**src/rtl/mfPkg.sv**
```systemverilog
//##############################
// Matched filter package.
// Widths, tap counts, fixed Hilbert weights, APB register map
// and the control state encoding shared by the pulse-compression
// matched filter.
//##############################

package mfPkg;

	// Real input sample width.
	localparam int DataWidth = 12;

	// Width of each part of the analytic (Hilbert) stream.
	localparam int HtWidth = 14;

	// Hilbert filter shape. The centre tap sits HtDelay samples back.
	localparam int HtTaps = 7;
	localparam int HtDelay = 3;
	localparam int HtShift = 10;

	// Nonzero Hilbert weights, 2/pi and 2/(3*pi) scaled by 1024.
	// Odd offsets only; the older side is positive.
	localparam int HtCoeff1 = 652;
	localparam int HtCoeff3 = 217;

	// Matched-filter coefficients and accumulator.
	localparam int CoeffWidth = 12;
	localparam int FirTaps = 8;
	// Wide enough for the full eight-tap complex sum.
	localparam int AccWidth = 32;

	// APB register map.
	// Control register: bit 0 starts a run, bit 1 aborts it.
	localparam logic [31:0] CtrlAddr = 32'h00;
	// Status register: state in 1:0, done flag in bit 2.
	localparam logic [31:0] StatusAddr = 32'h04;
	// Number of outputs produced by the last run.
	localparam logic [31:0] CountAddr = 32'h08;
	// Coefficient k lives at CoeffBase + 4k, real in 11:0, imaginary in 27:16.
	localparam logic [31:0] CoeffBase = 32'h40;

	// Run sequencing states. The encoding is visible in the status register.
	typedef enum logic [1:0] {
		Idle = 2'd0,
		Run = 2'd1,
		Flush = 2'd2,
		Done = 2'd3
	} mfState_t;

endpackage

```
**src/rtl/sampleIf.sv**
```systemverilog
//##############################
// Complex sample stream.
// Carries one analytic sample per valid cycle between the
// Hilbert stage and the complex FIR. There is no stall.
//##############################

`timescale 1ns/1ps

interface sampleIf;
	import mfPkg::*;

	// A sample moves on every edge where valid is high.
	logic valid;
	logic signed [HtWidth-1:0] re;
	logic signed [HtWidth-1:0] im;
	// Marks the final sample of a run.
	logic last;

	modport source (output valid, output re, output im, output last);

	modport sink (input valid, input re, input im, input last);

endinterface

```
**src/rtl/hilbertTransform.sv**
```systemverilog
//##############################
// Hilbert transform.
// Turns the real sample stream into an analytic stream with a
// 7-tap antisymmetric FIR. The real part is the centre sample,
// the imaginary part the weighted tap sum.
//##############################

`timescale 1ns/1ps

module hilbertTransform (
	input logic clock,
	input logic rstN,
	input logic clear,
	input logic signed [mfPkg::DataWidth-1:0] inData,
	input logic inValid,
	input logic inLast,
	sampleIf.source out
);
	import mfPkg::*;

	// Stored history. Entry 0 is the most recent accepted sample.
	logic signed [DataWidth-1:0] history [HtTaps-1];
	// Full tap window with the incoming sample in front.
	logic signed [DataWidth-1:0] window [HtTaps];
	logic signed [31:0] imagSum;
	logic signed [31:0] imagShift;

	always_comb begin
		window[0] = inData;
		for (int i = 1; i < HtTaps; i++)
			window[i] = history[i-1];
	end

	// Odd offsets around the centre. Older samples carry the positive weight.
	assign imagSum = HtCoeff1 * (window[HtDelay+1] - window[HtDelay-1])
		+ HtCoeff3 * (window[HtDelay+3] - window[HtDelay-3]);
	assign imagShift = imagSum >>> HtShift;

	// The history only moves when a sample arrives.
	always_ff @(posedge clock) begin
		if (!rstN || clear) begin
			for (int i = 0; i < HtTaps - 1; i++)
				history[i] <= '0;
		end else if (inValid) begin
			for (int i = 0; i < HtTaps - 1; i++)
				history[i] <= window[i];
		end
	end

	// Output register, one cycle behind the input.
	always_ff @(posedge clock) begin
		if (!rstN) begin
			out.valid <= 1'b0;
			out.last <= 1'b0;
			out.re <= '0;
			out.im <= '0;
		end else if (clear) begin
			out.valid <= 1'b0;
			out.last <= 1'b0;
		end else begin
			out.valid <= inValid;
			out.last <= inValid & inLast;
			if (inValid) begin
				// Centre sample, sign-extended.
				out.re <= HtWidth'(window[HtDelay]);
				out.im <= imagShift[HtWidth-1:0];
			end
		end
	end

endmodule

```
**src/flat_wrapper.sv**
```systemverilog
// flat-port wrapper written by rule: the top's interface ports become plain ports
module hilbertTransform_flat import mfPkg::*;
  (clock, rstN, clear, inData, inValid, inLast, out_valid, out_re, out_im, out_last);
  sampleIf out_i ();
  input logic clock;
  input logic rstN;
  input logic clear;
  input logic signed [mfPkg::DataWidth-1:0] inData;
  input logic inValid;
  input logic inLast;
  output wire logic [$bits(out_i.valid)-1:0] out_valid;
  output wire logic [$bits(out_i.re)-1:0] out_re;
  output wire logic [$bits(out_i.im)-1:0] out_im;
  output wire logic [$bits(out_i.last)-1:0] out_last;
  assign out_valid = out_i.valid;
  assign out_re = out_i.re;
  assign out_im = out_i.im;
  assign out_last = out_i.last;
  hilbertTransform u_core (.clock(clock), .rstN(rstN), .clear(clear), .inData(inData), .inValid(inValid), .inLast(inLast), .out(out_i));
endmodule
```
**config.mk**
```make
export PLATFORM = sky130hd
export DESIGN_NAME = hilbertTransform_flat
export DESIGN_NICKNAME = d
export VERILOG_FILES = /design/src/rtl/mfPkg.sv /design/src/rtl/sampleIf.sv /design/src/rtl/hilbertTransform.sv /design/src/flat_wrapper.sv
export SDC_FILE = /design/constraint.sdc
export NUM_CORES = 1
export LEC_CHECK = 0
export ABC_CLOCK_PERIOD_IN_PS = 8730
export BUFFER_PORTS_ARGS = -buffer_cell sky130_fd_sc_hd__buf_2
export CORE_ASPECT_RATIO = 1.4
export CORE_MARGIN = 2
export CORE_UTILIZATION = 55
export DETAILED_ROUTE_END_ITERATION = 16
export GPL_ROUTABILITY_DRIVEN = 0
export PLACE_DENSITY = 0.73
export SETUP_SLACK_MARGIN = 0.1
export SLEW_MARGIN = 30
export SYNTH_ARGS = -nofsm -noshare
export SYNTH_HDL_FRONTEND = slang
export SYNTH_SLANG_ARGS = --single-unit
```
**constraint.sdc**
```tcl
create_clock -name clock -period 8.73 [get_ports clock]
set_input_delay 1.746 -clock clock [delete_from_list [all_inputs] [get_ports clock]]
set_output_delay 1.746 -clock clock [all_outputs]
set_load 0.02 [all_outputs]
```
Word level (Yosys, flattened, before mapping). Memory sizes are Yosys's and may differ from the RTL's. Index checks and enable logic that the tools add are counted.

Register bits: 28. RAM bits: 72. Input bits: 17. Output and inout port bits: 30. Word-level logic and storage cells: 34. Memories kept: 1.

Add/sub/neg operators: 3. Multipliers: 2. Multiplexer cells: 11. Bitwise operators: 9. Reductions and logical operators: 4.

Memory list: u_core.history (words 6, width 12, read ports 6, clocked after memory_dff 0, write ports 6, RTL line hilbertTransform.sv:22) `logic signed [DataWidth-1:0] history [HtTaps-1];`.

Operator list (number): two-way mux 12 bit (6); multiplier 9 x 32 -> 22 bit (first input constant) (1); multiplier 9 x 32 -> 24 bit (first input constant) (1); subtractor 12 x 12 -> 13 bit (2); adder 24 bit (1); bitwise OR 1 bit (6); two-way mux 1 bit (5); NOT 1 bit (2); AND reduction 2 bit (1); OR reduction 2 bit (1); AND 1 bit (1); logical NOT 1 bit (1); logical OR 1 bit (1).

Longest topological paths before layout.
Depth after elaboration: 5. Mapped depth: 32. Depth with buffers taken out: 32.

Worst setup path before layout. No wires, ideal clock.

Path kind: input to register. Start: input inData[1] (netlist bit). End: register u_core.out.im[13]. Setup time: 0.069 ns. Data arrival time: 7.585 ns. Data required time: 8.661 ns. Slack: 1.076 ns. Cell stages on the path: 25. Buffers on the path: 0. Cell sequence: inv_1 > ha_1 > nor2b_1 > o21ai_0 > a21oi_1 > o21ai_0 > a21boi_1 > o21ai_0 > a21o_1 > a21oi_1 > xor2_1 > ha_1 > fa_1 > fa_1 > fa_1 > fa_1 > ha_1 > a21oi_1 > o21ai_0 > a2111oi_2 > o21ai_1 > a31oi_1 > nor2b_1 > xnor3_1 > o21ai_1.

Cells in the longest elaborated chain, start to end: 3.

Ends and longest elaborated chain: start, declared (RTL line flat_wrapper.sv:8) `input logic signed [mfPkg::DataWidth-1:0] inData;`; subtractor 12 x 12 -> 13 bit (RTL line hilbertTransform.sv:36) `+ HtCoeff3 * (window[HtDelay+3] - window[HtDelay-3]);`; multiplier 9 x 32 -> 24 bit (RTL line hilbertTransform.sv:36); adder 24 bit (RTL line hilbertTransform.sv:36); end signal, assigned (RTL line hilbertTransform.sv:66) `out.im <= imagShift[HtWidth-1:0];`; end, declared (RTL line sampleIf.sv:19) `modport source (output valid, output re, output im, output last);`.

No other way between the ends. A chain may end at the register's enable or synchronous reset.

Worst setup path after layout. Same ends and word-level chain as after synthesis.

==> results list <==
- The number of hold buffers added after CTS was 0.
- Max Cap Viol: 0
- In the final layout, the share of cells above drive strength 1 is 9.04%.
- No sink is reached through more buffers than the 2 on the longest clock path.
* Mapped Area: 8770 sq um
- Sequential cell area fraction in the yosys report: 31.0%
* Vias per cell: 5.35
- In this run the tightest slew margin relative to its limit is 59.0%.
- The final count of pins violating max slew came to 0.
- Global routing consumed, over all layers together, 20.6% of the routing resources.
* Number of distinct standard cells referenced by the synthesized netlist: 53
- Summing all flip-flop and latch instances after layout gives 2720 sq um.
* Cell taking the most area after synthesis: edfxtp_1
- Measured along the x axis, the die boundary spans 111 um.
* Number of buffers inserted by port buffering: 46
- Post-CTS resize count: 0
- Of all nets on the critical path, the largest fanout is 4.
- After synthesis the netlist holds a flip-flop and latch count of 100.
- Synthesized-area fraction occupied by adder cells: 36.3%
- For this block, the via count after detailed routing is 5780.
* Global route overflow: 0
- Post-layout minimum cycle time: 8.06 ns
- Slew @ Worst Pin: 0.611 ns
* Worst Path Required: 9.02 ns
- The run finished with clean final reports.
- In this run, the number of DRC markers left after iteration 0 of detailed routing was 130.
* Area inside the core boundary: 15600 sq um
- Global-route wire length before repair: 28000 um
- After routing, the total negative slack on setup checks comes to 0 ns.
- Counting the buffers created by CTS gives 9.
- Number of nets in the final layout: 1110
* Final Hold Viols: 0
- After Yosys synthesis, and, or, nand and nor cells account for 11.0% of the synthesized area.
- Antenna cells: 0
* Number of enable-type register cells in the synthesized netlist: 72
- Multiplexer fraction of the synthesized cell area: 0.357%
- Setup violations remaining at the end of the flow were counted as 0.
* Largest net degree at the start of global routing: 73
- For this design the top-level I/O count stands at 47.
* Wirelength per Cell: 15.7 um
- Crit path launch type: input pin
- Clock-pin slew was measured on the worst setup and hold paths at 0.08 ns.
- Setup repair after global routing left no endpoint under its margin.
* Flip-flop cell with the highest count after synthesis: edfxtp_1
- Synthesis produced a netlist with a net count of 1061.
- The number of antenna violations at the first check in global routing is 0.
- Cell chosen for the clock root: clkbuf_16
- Total wirelength of the detailed-routed design: 17000 um
- The H-tree generated during clock tree synthesis spans 3 levels.
* Starting density of the core: 56.2%
- The count of nets left with antenna violations once routing finished came out at 0.
- Summing the areas of all xor and xnor instances in the mapped netlist gives 5.05% of the synthesized area.
* Most frequently used cell type in the post-synthesis netlist: ha_1
- The worst setup path is of the in2reg kind.
- After detailed routing, the number of remaining DRC violations is 0.
- For the worst-skew pair, the clock arrives at the later sink with an insertion delay of 0.36 ns.
- The area growth from synthesis to layout is 8.90%.
* Die H: 153 um
- Ranked by total cell area, the synthesized netlist is headed by edfxtp_1 (25%), ha_1 (21%), fa_1 (16%), dfxtp_1 (6.4%), inv_1 (5.7%).
- Highest Clock Rate: 124 MHz
- In the synthesized netlist, the number of instances is 831.
- Vias in the first global route: 5937
- Once the clock tree was built, the setup fixing pass inserted 0 buffers.
- Die area: 17000 sq um
- By area, the combinational part of the netlist is dominated by adder cells.
- After synthesis, the share of flip-flops with an asynchronous set or reset is 0%.
- Post-synthesis average cell area: 10.6 sq um
- CP Data Arrival Time: 8.35 ns
* Number of sinks handled by clock tree synthesis: 100
- Area of the multi-input gates: 5500 sq um
- TritonCTS built the clock tree.
* Setup Skew: 0.0189 ns
* Final worst-path cycle share: 92.3%
* Reg2reg setup slack: 0.87 ns
- Fill cells: 1273
- For this run, the detailed router's first-pass iteration total came to 5.
- The Yosys step of the flow raised 0 warnings.
* Kind of capture point of the worst setup path: flip-flop
- The path class of the tightest hold or removal check is reg2reg.
- Counting instances in the post-synthesis netlist gives the leading cell types as ha_1 (144), inv_1 (133), edfxtp_1 (72).
- Compound-gate portion of the synthesized area: 9.73%
- Share of the synthesized area in the top cell type: 24.6%
* HPWL Detailed: 13500 um
* Cell row count: 54
per-stage QoR:
step / hold WS, ns / worst slack, ns / utilization (%) / instance area, sq um / std cells
2_1_floorplan: 0.497 / 1.08 / - / 8770 / 831
3_3_place_gp: 0.427 / 0.413 / 59.2 / 9240 / 1064
3_5_place_dp: 0.436 / 0.247 / 59.2 / 9240 / 1064
4_1_cts: 0.452 / 0.633 / 61.1 / 9530 / 1080
5_1_grt: 0.460 / 0.104 / 61.2 / 9550 / 1081
6_report: 0.447 / 0.671 / 61.2 / 9550 / 1081
layout by cell type, fill, tap and decap left out, types with 8 or more instances in the layout:
master | Yosys | final
a21o_1 | 19 | 19
a21oi_1 | 25 | 25
and2_1 | 53 | 53
buf_2 | 0 | 46
clkbuf_16 | 0 | 9
dfxtp_1 | 28 | 28
edfxtp_1 | 72 | 72
fa_1 | 69 | 69
ha_1 | 144 | 144
inv_1 | 133 | 133
nand2_1 | 32 | 32
nor2_1 | 59 | 59
nor2b_1 | 10 | 10
nor3_1 | 14 | 14
o21a_1 | 8 | 8
o21ai_0 | 17 | 17
o21ai_1 | 18 | 18
xnor2_1 | 30 | 30
xor2_1 | 18 | 18
worst max-delay path, stage by stage:
cell       delay, ns
buf_2           0.09
inv_1           0.11
ha_1            0.24
nor2b_1         0.13
o21ai_0         0.22
a21oi_1         0.13
o21ai_0         0.21
a21boi_1        0.12
o21ai_0         0.31
a21o_1          0.18
a21oi_1         0.10
xor2_1          0.37
ha_1            0.35
fa_1            0.51
fa_1            0.52
fa_1            0.52
fa_1            0.49
ha_1            0.36
a21oi_1         0.15
o21ai_0         0.14
a2111oi_2       0.47
o21ai_1         0.17
a31oi_1         0.19
nor2b_1         0.17
xnor3_1         0.22
o21ai_1         0.11
worst paths after layout:
kind | startpoint | endpoint | depth (start not counted)
setup / recovery | inData[1] | u_core.out.im[13]$_SDFFE_PN0P_ | 26
hold reg to reg | u_core.out.im[3]$_SDFFE_PN0P_ | u_core.out.im[3]$_SDFFE_PN0P_ | 2
setup reg to reg | u_core.history[0][13]$_SDFFCE_PN0P_ | u_core.out.im[13]$_SDFFE_PN0P_ | 30
hold / removal | u_core.out.im[3]$_SDFFE_PN0P_ | u_core.out.im[3]$_SDFFE_PN0P_ | 2
layer usage:
metal,global-route usage [%],up-vias,part of all wire (%)
met5,0,-,0
met4,5.83,0,1.7
met2,37.0,74,51
met3,2.30,24,2.3
met1,26.2,2802,45
li1,-,2880,-
layout make-up:
| type | instances | area share, % |
|---|---|---|
| timing repair buffer | 52 | 3.01 |
| tap | 196 | 2.57 |
| inverter | 135 | 5.30 |
| multi-input combinational | 582 | 57.6 |
| clock buffer | 10 | 2.40 |
| clock inverter | 6 | 0.655 |
| sequential | 100 | 28.5 |
flip-flops by register name (all words and copies together), names as in the netlist:
signal,count
u_core.out.re,12
u_core.out.valid,1
u_core.out.im,14
u_core.history,72
u_core.out.last,1
kinds of logic (layout without fill, tap and decap cells):
kind of cell / after synthesis / in the layout
AO/OA/AOI/OAI: 122 / 122
AND/OR/NAND/NOR: 194 / 194
XOR/XNOR: 49 / 49
buffers and inverters: 149 / 203
flip-flops: 100 / 100
other: 1 / 1
multiplexers: 3 / 3
adder cells (fa/ha/maj): 213 / 213
Power is not shown: default switching activity piles up to over one toggle a cycle in this logic, so the estimate is an artifact.
